<file path="src/udp_test_pkg.sv">
// UDP test-traffic core shared widths, command keywords, reset defaults and word select
`default_nettype none

package udp_test_pkg;

    // --------------------
    // Widths and types
    localparam int WORD_W = 64;

    typedef logic [WORD_W-1:0] word_t;   // Stream or command word
    typedef logic [31:0]       count_t;  // Packet count, error period
    typedef logic [15:0]       half_t;   // Word counts, positions, UDP length

    // --------------------
    // Command keywords
    // Byte images with the first character in the low byte
    localparam logic [63:0] KW_TRIGGER    = 64'h5F52454747495254; // TRIGGER_
    localparam logic [55:0] KW_RANDOM_PFX = 56'h5F4D4F444E4152;   // RANDOM_
    localparam logic [31:0] KW_DOTS       = 32'h2E2E2E2E;         // ....
    localparam logic [31:0] KW_INIT       = 32'h54494E49;         // INIT, upper half
    localparam logic [31:0] KW_FINI       = 32'h494E4946;         // FINI, upper half
    localparam logic [31:0] KW_PKT        = 32'h23544B50;         // PKT#
    localparam logic [31:0] KW_ERR        = 32'h23525245;         // ERR#
    localparam logic [47:0] KW_ERR_P      = 48'h23505F525245;     // ERR_P#
    localparam logic [47:0] KW_LENGTH     = 48'h4854474E454C;     // LENGTH
    localparam logic [47:0] KW_WORDS      = 48'h235344524F57;     // WORDS#

    localparam logic [7:0] CH_E = 8'h45;  // Enable suffix
    localparam logic [7:0] CH_D = 8'h44;  // Disable suffix

    // --------------------
    // Reset defaults
    // About 1 MB per trigger in 128 packets of 1024 words
    localparam count_t DEF_PKT_COUNT  = 32'd128;
    localparam count_t DEF_ERR_PERIOD = 32'd0;    // No test packets
    localparam half_t  DEF_ERR_POS    = 16'd128;
    localparam half_t  DEF_UDP_LENGTH = 16'd8200; // 8192 payload plus UDP header
    localparam half_t  DEF_WORDS      = 16'd1024;

    // Idle cycles between packets
    localparam int GAP_CYCLES = 20;
    localparam int GAP_W      = $clog2(GAP_CYCLES);

    // Generator constants
    localparam word_t LFSR_SEED = 64'h0123456789ABCDEF;
    localparam word_t TEST_WORD = 64'h0A2E545345542E0A; // "\n.TEST.\n"

    // Which word the payload source registers next
    typedef enum logic [1:0] {
        SEL_STAMP,
        SEL_HEADER,
        SEL_BODY,
        SEL_TEST
    } word_sel_t;

endpackage

`default_nettype wire
</file>
<file path="src/gen_cfg_if.sv">
// Decoded generator configuration from the command decoder to the generator blocks
`timescale 1ns/1ps
`default_nettype none

interface gen_cfg_if
    import udp_test_pkg::*;
();

    logic   armed;          // INIT sets, FINI clears
    logic   fire;           // One cycle per trigger word
    logic   random_en;      // LFSR body words
    count_t pkt_count;      // Packets per burst
    count_t err_period;     // Zero disables test packets
    half_t  err_pos;
    half_t  words_per_pkt;

    modport decoder (
        output armed, fire, random_en, pkt_count, err_period, err_pos, words_per_pkt
    );

    modport sequencer (
        input armed, fire, pkt_count, err_period, err_pos, words_per_pkt
    );

    modport payload (
        input random_en, pkt_count
    );

endinterface

`default_nettype wire

</file>
<file path="src/udp_test_core.sv">
// UDP test-traffic core top level with command input, word stream output and LEDs
`timescale 1ns/1ps
`default_nettype none

module udp_test_core
    import udp_test_pkg::*;
(
    input  logic  clk,
    input  logic  rst,

    // Command words from the UDP stack
    input  word_t cmd_data,
    input  logic  cmd_valid,

    // Generated stream to the UDP stack
    output word_t tx_data,
    output logic  tx_valid,
    output logic  tx_last,
    input  logic  tx_ready,
    output half_t udp_length,

    output logic  led_armed,
    output logic  led_random
);

    gen_cfg_if cfg ();

    logic      load;
    word_sel_t sel;
    count_t    pkt_index;
    logic      burst_done;

    cmd_decoder i_cmd_decoder (
        .clk        (clk),
        .rst        (rst),
        .cmd_data   (cmd_data),
        .cmd_valid  (cmd_valid),
        .cfg        (cfg.decoder),
        .udp_length (udp_length)
    );

    frame_sequencer i_frame_sequencer (
        .clk        (clk),
        .rst        (rst),
        .cfg        (cfg.sequencer),
        .tx_ready   (tx_ready),
        .tx_valid   (tx_valid),
        .tx_last    (tx_last),
        .load       (load),
        .sel        (sel),
        .pkt_index  (pkt_index),
        .burst_done (burst_done)
    );

    payload_source i_payload_source (
        .clk        (clk),
        .rst        (rst),
        .cfg        (cfg.payload),
        .load       (load),
        .sel        (sel),
        .pkt_index  (pkt_index),
        .burst_done (burst_done),
        .tx_data    (tx_data)
    );

    assign led_armed  = cfg.armed;
    assign led_random = cfg.random_en;

endmodule

`default_nettype wire

</file>
<file path="src/payload_source.sv">
// Payload source with timestamp, LFSR and pattern generators behind the output data register
`timescale 1ns/1ps
`default_nettype none

module payload_source
    import udp_test_pkg::*;
(
    input  logic       clk,
    input  logic       rst,
    gen_cfg_if.payload cfg,
    input  logic       load,
    input  word_sel_t  sel,
    input  count_t     pkt_index,
    input  logic       burst_done,
    output word_t      tx_data
);

    word_t stamp;        // Free-running cycle count
    word_t lfsr;
    word_t pattern;      // Next incrementing body value
    logic  feedback;
    logic  pattern_step;

    // x^64 + x^63 + x^61 + x^60 + 1
    assign feedback = lfsr[63] ^ lfsr[62] ^ lfsr[60] ^ lfsr[59];

    assign pattern_step = load && (sel == SEL_BODY) && !cfg.random_en;

    // --------------------
    // Generators

    always_ff @(posedge clk) begin
        if (rst) begin
            stamp   <= '0;
            lfsr    <= LFSR_SEED;
            pattern <= '0;
        end else begin
            stamp <= stamp + word_t'(1);
            lfsr  <= {lfsr[WORD_W-2:0], feedback};  // Steps every cycle
            if (burst_done) begin
                pattern <= '0;
            end else if (pattern_step) begin
                pattern <= pattern + word_t'(1);
            end
        end
    end

    // --------------------
    // Output word

    always_ff @(posedge clk) begin
        if (load) begin
            case (sel)
                SEL_STAMP:  tx_data <= stamp;
                SEL_HEADER: tx_data <= {pkt_index, cfg.pkt_count - count_t'(1)};
                SEL_TEST:   tx_data <= TEST_WORD;
                default:    tx_data <= cfg.random_en ? lfsr : pattern;
            endcase
        end
    end

endmodule

`default_nettype wire

</file>
<file path="src/frame_sequencer.sv">
// Burst and packet FSM that paces the word stream and selects each payload word
`timescale 1ns/1ps
`default_nettype none

module frame_sequencer
    import udp_test_pkg::*;
(
    input  logic         clk,
    input  logic         rst,
    gen_cfg_if.sequencer cfg,
    input  logic         tx_ready,
    output logic         tx_valid,
    output logic         tx_last,
    output logic         load,
    output word_sel_t    sel,
    output count_t       pkt_index,
    output logic         burst_done
);

    typedef enum logic [2:0] {
        ST_IDLE,
        ST_FIRST,      // Opening timestamp on the bus
        ST_BODY,       // Header and body words
        ST_LAST,       // Closing timestamp on the bus
        ST_RDY_WAIT,
        ST_GAP
    } state_t;

    state_t           state;
    half_t            word_idx;  // Index of the word on the bus
    count_t           err_cnt;   // Packets until the next test packet
    logic [GAP_W-1:0] gap_cnt;
    half_t            last_idx;
    logic             start;
    logic             gap_done;
    logic             test_slot;
    logic             burst_end;

    assign start     = cfg.fire && cfg.armed;
    assign last_idx  = cfg.words_per_pkt - half_t'(2);  // Word before the closing stamp
    assign gap_done  = gap_cnt == GAP_W'(GAP_CYCLES - 1);
    assign burst_end = (pkt_index + count_t'(1) >= cfg.pkt_count) || !cfg.armed;

    // Test word follows word err_pos in every err_period-th packet
    assign test_slot = (cfg.err_period != '0) && (err_cnt == '0)
                       && (word_idx == cfg.err_pos);

    // --------------------
    // Word select

    always_comb begin
        load = 1'b0;
        sel  = SEL_STAMP;
        case (state)
            ST_IDLE:  load = start;
            ST_FIRST: begin
                load = tx_ready;
                sel  = SEL_HEADER;
            end
            ST_BODY: begin
                load = tx_ready;
                if (word_idx == last_idx) begin
                    sel = SEL_STAMP;
                end else if (test_slot) begin
                    sel = SEL_TEST;
                end else begin
                    sel = SEL_BODY;
                end
            end
            ST_GAP:   load = gap_done;
            default:  load = 1'b0;
        endcase
    end

    // --------------------
    // State and counters

    always_ff @(posedge clk) begin
        if (rst) begin
            state      <= ST_IDLE;
            tx_valid   <= 1'b0;
            tx_last    <= 1'b0;
            word_idx   <= '0;
            pkt_index  <= '0;
            err_cnt    <= '0;
            gap_cnt    <= '0;
            burst_done <= 1'b0;
        end else begin
            burst_done <= 1'b0;
            case (state)
                ST_IDLE: begin
                    if (start) begin
                        tx_valid <= 1'b1;
                        err_cnt  <= cfg.err_period - count_t'(1);
                        state    <= ST_FIRST;
                    end
                end
                ST_FIRST: begin
                    if (tx_ready) begin
                        word_idx <= word_idx + half_t'(1);
                        state    <= ST_BODY;
                    end
                end
                ST_BODY: begin
                    if (tx_ready) begin
                        word_idx <= word_idx + half_t'(1);
                        if (word_idx == last_idx) begin
                            tx_last <= 1'b1;
                            state   <= ST_LAST;
                        end
                    end
                end
                ST_LAST: begin
                    // Closing word holds until accepted
                    if (tx_ready) begin
                        tx_valid <= 1'b0;
                        tx_last  <= 1'b0;
                        word_idx <= '0;
                        if (burst_end) begin
                            pkt_index  <= '0;
                            burst_done <= 1'b1;
                            state      <= ST_IDLE;
                        end else begin
                            pkt_index <= pkt_index + count_t'(1);
                            if (err_cnt == '0) begin
                                err_cnt <= cfg.err_period - count_t'(1);
                            end else begin
                                err_cnt <= err_cnt - count_t'(1);
                            end
                            state <= ST_RDY_WAIT;
                        end
                    end
                end
                ST_RDY_WAIT: begin
                    if (!tx_ready) begin   // Stack has taken the packet
                        gap_cnt <= '0;
                        state   <= ST_GAP;
                    end
                end
                ST_GAP: begin
                    if (gap_done) begin
                        tx_valid <= 1'b1;
                        state    <= ST_FIRST;
                    end else begin
                        gap_cnt <= gap_cnt + GAP_W'(1);
                    end
                end
                default: state <= ST_IDLE;
            endcase
        end
    end

endmodule

`default_nettype wire

</file>
<file path="src/cmd_decoder.sv">
// Command decoder that captures UDP command words into the generator configuration
`timescale 1ns/1ps
`default_nettype none

module cmd_decoder
    import udp_test_pkg::*;
(
    input  logic       clk,
    input  logic       rst,
    input  word_t      cmd_data,
    input  logic       cmd_valid,
    gen_cfg_if.decoder cfg,
    output half_t      udp_length
);

    logic   valid_q;   // cmd_valid one cycle back
    word_t  cmd_q;     // Held command word
    count_t arg32;
    half_t  arg16;

    // --------------------
    // Capture and trigger

    always_ff @(posedge clk) begin
        if (rst) begin
            valid_q  <= 1'b0;
            cmd_q    <= '0;
            cfg.fire <= 1'b0;
        end else begin
            valid_q  <= cmd_valid;
            cfg.fire <= 1'b0;
            if (cmd_valid && !valid_q) begin
                cmd_q <= cmd_data;       // Rising edge only
            end else if (cmd_q == KW_TRIGGER) begin
                cfg.fire <= 1'b1;
                cmd_q    <= '0;          // Single pulse per trigger word
            end
        end
    end

    // Arguments arrive most significant byte first
    assign arg32 = {cmd_q[39:32], cmd_q[47:40], cmd_q[55:48], cmd_q[63:56]};
    assign arg16 = {cmd_q[55:48], cmd_q[63:56]};

    // --------------------
    // Configuration registers
    // A held word is applied every cycle until the next capture

    always_ff @(posedge clk) begin
        if (rst) begin
            cfg.armed         <= 1'b0;
            cfg.random_en     <= 1'b0;
            cfg.pkt_count     <= DEF_PKT_COUNT;
            cfg.err_period    <= DEF_ERR_PERIOD;
            cfg.err_pos       <= DEF_ERR_POS;
            cfg.words_per_pkt <= DEF_WORDS;
            udp_length        <= DEF_UDP_LENGTH;
        end else begin
            // Run control
            if (cmd_q[31:0] == KW_DOTS) begin
                case (cmd_q[63:32])
                    KW_INIT: cfg.armed <= 1'b1;
                    KW_FINI: cfg.armed <= 1'b0;
                    default: cfg.armed <= cfg.armed;
                endcase
            end

            if (cmd_q[55:0] == KW_RANDOM_PFX) begin
                case (cmd_q[63:56])
                    CH_E:    cfg.random_en <= 1'b1;
                    CH_D:    cfg.random_en <= 1'b0;
                    default: cfg.random_en <= cfg.random_en;
                endcase
            end

            // Numeric arguments
            if (cmd_q[31:0] == KW_PKT) begin
                cfg.pkt_count <= arg32;
            end
            if (cmd_q[31:0] == KW_ERR) begin
                cfg.err_period <= arg32;
            end
            if (cmd_q[47:0] == KW_ERR_P) begin
                cfg.err_pos <= arg16;
            end
            if (cmd_q[47:0] == KW_LENGTH) begin
                udp_length <= arg16;     // Passed on to the UDP stack
            end
            if (cmd_q[47:0] == KW_WORDS) begin
                cfg.words_per_pkt <= arg16;
            end
        end
    end

endmodule

`default_nettype wire

</file>
<file path="config.mk">
export PLATFORM = sky130hd
export DESIGN_NAME = udp_test_core
export DESIGN_NICKNAME = d
export VERILOG_FILES = /design/src/udp_test_pkg.sv /design/src/gen_cfg_if.sv /design/src/udp_test_core.sv /design/src/payload_source.sv /design/src/frame_sequencer.sv /design/src/cmd_decoder.sv
export SDC_FILE = /design/constraint.sdc
export NUM_CORES = 1
export LEC_CHECK = 0
export ABC_AREA = 1
export BUFFER_PORTS_ARGS = -buffer_cell sky130_fd_sc_hd__buf_2
export CAP_MARGIN = 20
export CORE_MARGIN = 2
export CORE_UTILIZATION = 35
export CTS_CLUSTER_SIZE = 16
export DETAILED_ROUTE_END_ITERATION = 16
export PLACE_DENSITY = 0.47
export SYNTH_ARGS = -nofsm -noshare
export SYNTH_HDL_FRONTEND = slang
export SYNTH_SLANG_ARGS = --single-unit
</file>
<file path="constraint.sdc">
create_clock -name clk -period 8.7 [get_ports clk]
set_clock_uncertainty 0.2 [all_clocks]
set_input_delay 0.435 -clock clk [delete_from_list [all_inputs] [get_ports clk]]
set_output_delay 0.435 -clock clk [all_outputs]
set_load 0.02 [all_outputs]
</file>
==> flow_results.org, run 1 <==
** Floorplan
- Site row count :: 106
- The initial utilization of the core area, before any placement, comes to approximately a third.
- The floorplan step set the die width to between 200 and 300 microns.
- Area of the placeable core :: ~0.084 sq mm
- Boundary Pins :: 152
- Die area :: roughly 0.087 sq mm
- Die Ht :: ~290 microns

** Synthesis
- Library cells used by synthesis :: 57
- Area fraction in compound gates after synthesis :: 12.3%
- In this run, synthesis inferred between 60 and 70 flip-flops with an integrated enable.
- Counting flops with an async set or reset pin after synthesis yields a share of 0%.
- The number of nets handed over by synthesis was around 4400.
- Adder-cell area share of the yosys netlist :: under 10%
- Number of instances in the synthesized netlist :: about 4300
- Synthesized-area fraction occupied by xor and xnor cells :: 4.98%
- Post-synthesis register bit count :: about 530
- Synthesized area per cell :: ~6.8 sq um
- Summing every instance area after synthesis gives between 0.02 and 0.03 sq mm.
- Among all flip-flop cells after synthesis, the most frequent one is sky130_fd_sc_hd__dfxtp_1.
- Yosys printed 0 warnings.
- Area fraction in and, or, nand and nor cells after synthesis :: between 30% and 40%
- Of the post-synthesis cell area, the part taken by muxes is 0.0382%.
- Sequential elements use between 30% and 40% of the synthesized area.
- Dominant combinational cell family by area after synthesis :: simple AND/OR/NAND/NOR gates

** Finish
- Cells with a size suffix above 1 make up a little under 9% of the layout.
- The number of antenna diodes in the final layout is 0.
- Relative to the synthesized area, the layout overhead comes to 14.7%.
- Total of fill cells in the finished design :: around 9000
- Net count, final :: 4562

** Min path
- Startpoint of the worst hold path :: rst
- Hold Crit Class :: primary input to register

** Global route
- Initial antenna violation count :: 0
- Maximum number of pins on one net before global-route repair :: 157
- Overall overflow remaining after global route :: 0
- Gr usage total :: roughly 25%
- The number of global-route vias before repair came to around 27000.
- The first global-routing pass estimated 167 mm of wire.

** Detailed routing
- Post-route antenna net violation count :: 0
- Total number of vias :: 28544
- Number of design rule violations left after detail routing :: 0
- Initial drt markers :: 2145
- After detailed routing, the average wire length per cell comes to ~20 microns.
- Average vias per placed instance :: between 5 and 6
- DRT Pass-1 Iters :: 6
- The final layout contains routed wiring with a total length of around 110 mm.

** Timing
- Final setup TNS :: 0 ps
- Timing-limited maximum frequency :: 219 MHz
- Worst-Margin Slew :: 958 ps
- Post-route clock period utilization :: 52.6%
- Minimum period implied by the final worst setup slack :: roughly 4600 ps
- The number of endpoints with negative hold slack in the final report was 0.
- Number of failing setup endpoints in the final timing report :: 0
- The number of pins exceeding their max-slew limit in the final report is 0.
- Slew HR :: 36.1%
- Setup repair after global routing left no endpoint under its margin.

** Critical path
- Data on the critical path arrives at its endpoint at between 4000 and 5000 ps.
- Start point of the critical path :: i_frame_sequencer.pkt_index[0]
- The worst setup path is captured at a register.
- Together, buffers and inverters on the worst path number 2.
- The largest individual stage delay along the critical path comes from the cell sky130_fd_sc_hd__dfxtp_1.
- The worst register-to-register path begins at i_frame_sequencer.pkt_index[0].
- STA puts the critical path data required time at 9070 ps.
- Highest cell delay on the worst timing path :: 470 ps
- STA classifies the critical path startpoint as a register.
- The most numerous cell type found on the critical path is sky130_fd_sc_hd__nand2_1.
- Largest fanout on the critical path :: 47
- The signal on the critical path passes through ha_1 -> nand3_1 -> nor2_1 -> nand3_1 -> nor3_2 -> nand4_1 -> nor2_1 -> nand2_1 -> xor2_1 -> ha_1 -> nand2_1 -> nor2_1 -> nand2_1 -> inv_1 -> a21oi_1 -> nand4_1 -> nand2_1 -> nand3_2 -> buf_12 -> nand2_1 -> nand2_1 -> nor2_1.
- Path type of the worst setup path :: register to register
- Worst path top cell family by delay :: simple AND/OR/NAND/NOR gates

** Job
- Across the run, the number of max-cap violations was 0.

** Placement
- Gpl congestion :: around 0.95
- Input and output buffers added on the ports amount to 151.
- Half-perimeter wire length after placement :: 83.5 mm

** Clock tree
- Inserted Clock Buffers :: 61
- TritonCTS built the clock tree.
- After clock tree synthesis, the setup repair step added 0 buffers.
- The H-tree was split into 2 levels.
- Number of clock sinks :: roughly 530
- The tree is rooted in a sky130_fd_sc_hd__clkbuf_16.
- For the worst-skew pair, the clock arrives at the later sink with an insertion delay of approximately 650 ps.
- Clock slew at the register clock pins of the worst setup and hold paths :: ~60 ps
- Clk buf depth :: 3

** Pwr
- Maximum vdd drop :: about 0.00018 V
- For this design the static power due to leakage is between 0.01 and 0.015 uW.
- Power, Total :: ~6800 uW
- Power per Cell Area :: 200 mW/mm^2

** Outcome
- The flow ran to the end, and the final reports show no timing, DRC or antenna violations.
-- stage by stage --
step	hold slack [ps]	util, %	cell area, sq um	worst slack, ps	std cells
after floorplan	192	-	29500	5010	4329
after detailed placement	201	37.1	31000	3540	5401
after CTS	19.9	40.4	33800	3510	5579
after global routing	49.5	40.5	33800	3620	5581
final	55.5	40.5	33800	4130	5581
after global placement	201	37.1	31000	3700	5401
-- area by class of cell --
class                   count  area, sq um  area share, %
inverters                 558         2100           6.20
clock inverters            30          395           1.17
well taps                1080         1350           3.99
repair buffers            242         1650           4.86
flip-flops and latches    527        11200           33.1
multi-input cells        3061        15400           45.6
clock buffers              83         1720           5.08
-- repair_timing --
item / CTS / global route
gates resized for setup: 0 / 0
hold endpoints to repair: 65 / 0
hold buffers: 65 / 0
-- logic make-up after synthesis --
group                    Yosys count
AND/OR/NAND/NOR                 2189
AO/OA/AOI/OAI                    661
buffers and inverters            741
XOR/XNOR                         167
flip-flops                       527
adder cells (fa/ha/maj)           43
multiplexers                       1
-- cell usage after synthesis, drive strengths merged (13+ instances only) --
cell type	n	area (sq um)
a211oi	46	345
a21oi	301	1510
buf	76	419
clkbuf	107	407
dfxtp	463	9270
edfxtp	64	1920
ha	43	538
inv	558	2090
nand2	906	3440
nand3	279	1430
nand4	179	1140
nor2	575	2280
nor3	154	811
nor3b	13	103
nor4	34	219
o2111ai	14	123
o211ai	31	233
o21ai	234	1170
o22ai	19	119
or2	28	175
xnor2	31	272
xor2	136	1200
-- flip-flops by register name (all words and copies together) (netlist names), 3 cells and up --
signal,flops
i_frame_sequencer.gap_cnt,5
i_cmd_decoder.cfg.words_per_pkt,16
i_frame_sequencer.word_idx,16
i_frame_sequencer.state,3
i_frame_sequencer.pkt_index,32
i_payload_source.pattern,64
i_cmd_decoder.cfg.pkt_count,32
i_payload_source.lfsr,64
i_cmd_decoder.cmd_q,64
i_cmd_decoder.udp_length,16
i_payload_source.tx_data,64
i_payload_source.stamp,64
i_cmd_decoder.cfg.err_period,32
i_cmd_decoder.cfg.err_pos,16
i_frame_sequencer.err_cnt,32
-- worst paths after layout --
path | endpoint | slack, ps | depth (start not counted)
min reg2reg | i_payload_source.lfsr[19] | 220 | 2
max reg2reg | i_frame_sequencer.err_cnt[12] | 4130 | 22
max | i_frame_sequencer.err_cnt[12] | 4130 | 22
min | i_cmd_decoder.cmd_q[26] | 60 | 2
-- cell usage in the layout (no fill, tap or decap), types with 9 or more instances in the layout --
cell,count
sky130_fd_sc_hd__buf_4,23
sky130_fd_sc_hd__inv_2,22
sky130_fd_sc_hd__nor2_2,19
sky130_fd_sc_hd__a21oi_1,300
sky130_fd_sc_hd__o21ai_1,34
sky130_fd_sc_hd__clkbuf_8,11
sky130_fd_sc_hd__and3_1,10
sky130_fd_sc_hd__xor2_1,135
sky130_fd_sc_hd__nor2_1,546
sky130_fd_sc_hd__nor3_1,146
sky130_fd_sc_hd__a211oi_1,46
sky130_fd_sc_hd__o22ai_1,19
sky130_fd_sc_hd__ha_1,43
sky130_fd_sc_hd__edfxtp_1,64
sky130_fd_sc_hd__clkbuf_16,61
sky130_fd_sc_hd__xnor2_1,31
sky130_fd_sc_hd__o21ai_0,200
sky130_fd_sc_hd__nor3b_1,12
sky130_fd_sc_hd__clkbuf_1,11
sky130_fd_sc_hd__nor2_4,9
sky130_fd_sc_hd__buf_2,150
sky130_fd_sc_hd__nor4_1,33
sky130_fd_sc_hd__nand2_1,895
sky130_fd_sc_hd__or2_2,27
sky130_fd_sc_hd__o2111ai_1,14
sky130_fd_sc_hd__inv_1,535
sky130_fd_sc_hd__clkinv_2,15
sky130_fd_sc_hd__nand3_1,272
sky130_fd_sc_hd__nand4_1,177
sky130_fd_sc_hd__dlygate4sd3_1,65
sky130_fd_sc_hd__dfxtp_1,462
sky130_fd_sc_hd__o211ai_1,31
-- worst reg2reg max path: cells and delay by family, from the launching register on --
kind	cells	cell delay, ps
simple gates	16	2570
fa+ha+maj	2	540
flops	1	470
buf+inv	2	310
xor+xnor	1	240
compound gates	1	170
-- power breakdown --
| part | switching (uW) | internal [uW] |
|---|---|---|
| registers | 128 | 2640 |
| clock network | 1130 | 1600 |
| logic | 935 | 329 |
-- routing by layer --
metal	global-route usage, %	vias up	routed length (microns)
met4	7.64	0	3370
met3	2.55	141	5540
met5	0	-	0
met2	41.6	818	51000
met1	34.2	13102	50500
li1	-	14483	-
Power figures use the tool's default switching activity.
==> inputs of run 2 (changes only) <==
==> constraint.sdc (replaced) <==
create_clock -name clk -period 4.72 [get_ports clk]
set_clock_uncertainty 0.2 [all_clocks]
set_input_delay 0.236 -clock clk [delete_from_list [all_inputs] [get_ports clk]]
set_output_delay 0.236 -clock clk [all_outputs]
set_load 0.02 [all_outputs]
==> run 2 against run 1 <==
  * Setup slack worse by 3700 ps
  * Critical path type unchanged
  * Clock-buffer cell count is 14 higher
  * Sequential cell count stayed put
  * Via count is 2.0% higher
  * Critical endpoint is now i_frame_sequencer.pkt_index[2]
  * Cell area is 1.6% higher
==> flow_results.org, run 2 (synthesis gave the netlist of run 1 again) <==
** Clock tree
- Inserted Clock Buffers :: 67
- Root Buffer Master :: sky130_fd_sc_hd__clkbuf_16
- Clk buf depth :: 3
- After clock tree synthesis, the clock-pin slew on the worst setup and hold paths is approximately 60 ps.
- The H-tree was split into 3 levels.
- The later pin in the worst-skew pair is clocked with a latency of approximately 630 ps.
- TritonCTS built the clock tree.
- Counting every sink on the clock net gives 527.

** Timing
- For the finished layout, the period the worst path requires is between 4000 and 5000 ps.
- For the pin with the worst max-slew slack, the measured transition is 865 ps.
- Total count of max-transition violations in the final report :: 0
- Post-route clock period utilization :: 90.6%
- Count of final hold-check violations :: 0
- Slew HR :: between 40 and 50%
- Unrepaired setup endpoints after global routing :: no
- For this run, the top clock speed supported by timing is 234 MHz.
- Hold is met by 194 ps.
- Setup violations remaining at the end of the flow were counted as 0.
- Final setup TNS :: 0 ps

** Floorplan
- approximately 150 I/O pins were placed.
- Area of the placeable core :: between 0.08 and 0.09 sq mm
- The die covers approximately 0.087 sq mm.
- Die boundary width :: just under 300 microns
- After floorplanning, the core was divided into approximately 110 placement rows.
- Die Ht :: between 200 and 300 microns
- The initial utilization of the core area, before any placement, comes to about a third.

** Critical path
- Path type of the worst setup path :: register to register
- Data arrival at the endpoint of the critical path :: ~4600 ps
- Of all nets on the critical path, the largest fanout is 9.
- STA classifies the critical path startpoint as a register.
- Kind of end point of the critical path :: register
- Required time at the worst-slack endpoint :: about 5000 ps

** Global route
- Gr usage total :: ~26%
- Maximum number of pins on one net before global-route repair :: 121
- First-pass GRT wire length :: roughly 170 mm
- Initial antenna violation count :: 1
- The number of global-route vias before repair was between 20000 and 30000.
- Overall overflow remaining after global route :: 0

** Finish
- 0 antenna diodes ended up in the layout.
- The finished cells cover 0.0344 sq mm.
- In the final design database the tool counted between 4000 and 5000 nets.
- Number of standard cells in the final layout excluding fillers :: around 5600
- After filler insertion, the fill cell instance count of the layout stands at roughly 9000.
- In the final layout, the share of cells above drive strength 1 is around 8.9%.
- The library cells used most frequently in the layout, excluding fill and tap cells, are sky130_fd_sc_hd__nand2_1 (894), sky130_fd_sc_hd__nor2_1 (545), sky130_fd_sc_hd__inv_1 (534).
- The library cell used most frequently in the layout, excluding fill and tap cells, is sky130_fd_sc_hd__nand2_1.
- Synthesis-to-layout area growth :: 16.5%

** Detailed routing
- In the routed layout, each cell is associated on average with a via count of 5.17.
- The count of nets left with antenna violations once routing finished came out at 0.
- For this run, the detailed router's first-pass iteration total came to 5.
- Initial drt markers :: 2094
- For this block, the via count after detailed routing is 29122.
- Wire length reported by the detailed router :: between 100 and 150 mm
- After detailed routing, the number of remaining DRC violations is 0.
- In the final routed layout, each cell accounts on average for between 15 and 20 microns.

** Pwr
- In this run the static leakage power is around 0.014 uW.
- The worst-case IR drop observed on VDD is ~0.00022 V.
- Dividing total power by cell area gives a power density of roughly 370 mW/mm^2.

** Placement
- Half-perimeter wire length after placement :: 83.9 mm
- In this run the tool buffered the top-level ports with about 150 buffer cells.
- Counting tap cells, the placed design contains a total of between 5000 and 6000 instances.
- At the end of routability-driven placement, the weighted congestion stood at roughly 0.95.
- Once placement finished, the instance area stood at 0.0312 sq mm.

** Job
- Max cap viols :: 0

** Outcome
- Status :: finished clean

** Min path
- Hold Crit Class :: register to register
==> run 2: cell count changes in the layout (fill, tap and decap cells not counted), sizes merged <==
| cell | before | now |
|---|---|---|
| clkinv | 20 | 10 |
| clkinvlp | 2 | 1 |
| dlygate4sd3 | 65 | 93 |
| buf | 177 | 188 |
| bufinv | 7 | 8 |
| clkbuf | 83 | 97 |
| inv | 559 | 563 |
==> run 2: cell type report <==
cell class / count / area [sq um] / area share (%)
Multi-Input combinational cell: 3061 / 15400 / 44.9
Sequential cell: 527 / 11200 / 32.6
Inverter: 558 / 2100 / 6.11
Timing Repair Buffer: 281 / 2060 / 5.99
Clock buffer: 97 / 1890 / 5.50
Tap cell: 1080 / 1350 / 3.93
Clock inverter: 24 / 353 / 1.03
==> run 2: per-stage QoR <==
stage / worst slack [ps] / util, % / total power, uW
2_1_floorplan: 1030 / - / 6730
3_3_place_gp: 354 / 37.3 / 7540
3_5_place_dp: 282 / 37.3 / 7530
4_1_cts: 268 / 41.1 / 13000
5_1_grt: 1.71 / 41.1 / 13500
6_report: 443 / 41.1 / 12900
==> run 2: repair_timing <==
| item | 4_1_cts | 5_1_grt |
|---|---|---|
| hold buffers | 93 | 0 |
| gates resized for setup | 0 | 3 |
| setup buffers | 0 | 2 |
| setup endpoints to repair | 0 | 38 |
| hold endpoints to repair | 84 | 0 |
==> run 2: where the power goes <==
group | leakage, uW | total [uW] | switching [uW] | internal (uW)
clock | 0.00110 | 5380 | 2140 | 3230
combinational | 0.00832 | 2390 | 1750 | 644
sequential | 0.00437 | 5110 | 232 | 4870
total | 0.0138 | 12900 | 4120 | 8750
==> run 2: path summary, 6_finish.rpt <==
path	startpoint	end	slack, ps	depth (start not counted)
setup / recovery	i_frame_sequencer.pkt_index[0]	i_frame_sequencer.pkt_index[2]	440	23
hold / removal	i_payload_source.lfsr[25]	i_payload_source.lfsr[26]	190	2
setup reg to reg	i_frame_sequencer.pkt_index[0]	i_frame_sequencer.pkt_index[2]	440	23
hold reg to reg	i_payload_source.lfsr[25]	i_payload_source.lfsr[26]	190	2
==> run 2: per-layer routing <==
| layer | part of all wire (%) | routed length [microns] | vias up | global-route usage, % |
|---|---|---|---|---|
| li1 | - | - | 14593 | - |
| met2 | 47 | 52200 | 758 | 42.5 |
| met4 | 2.9 | 3200 | 0 | 7.22 |
| met1 | 46 | 51200 | 13618 | 34.8 |
| met5 | 0 | 0 | - | 0 |
| met3 | 4.8 | 5340 | 153 | 2.90 |
==> run 2: worst max-delay path, cell delays in order (launching register included) <==
cell and delay [ps]:
sky130_fd_sc_hd__dfxtp_1 470, sky130_fd_sc_hd__ha_1 280, sky130_fd_sc_hd__nand3_1 140, sky130_fd_sc_hd__nor2_1 110, sky130_fd_sc_hd__buf_4 130, sky130_fd_sc_hd__nand3_1 120
sky130_fd_sc_hd__nor3_2 210, sky130_fd_sc_hd__nand4_1 190, sky130_fd_sc_hd__nor2_2 200, sky130_fd_sc_hd__xor2_1 220, sky130_fd_sc_hd__inv_1 60, sky130_fd_sc_hd__ha_1 260
sky130_fd_sc_hd__nand2_1 40, sky130_fd_sc_hd__nor2_1 120, sky130_fd_sc_hd__nand4_1 120, sky130_fd_sc_hd__nor2_1 150, sky130_fd_sc_hd__nand4_1 100, sky130_fd_sc_hd__nand4_1 210
sky130_fd_sc_hd__nand2b_1 160, sky130_fd_sc_hd__buf_4 210, sky130_fd_sc_hd__clkinvlp_4 160, sky130_fd_sc_hd__buf_12 160, sky130_fd_sc_hd__nand2_1 50, sky130_fd_sc_hd__o21ai_0 70
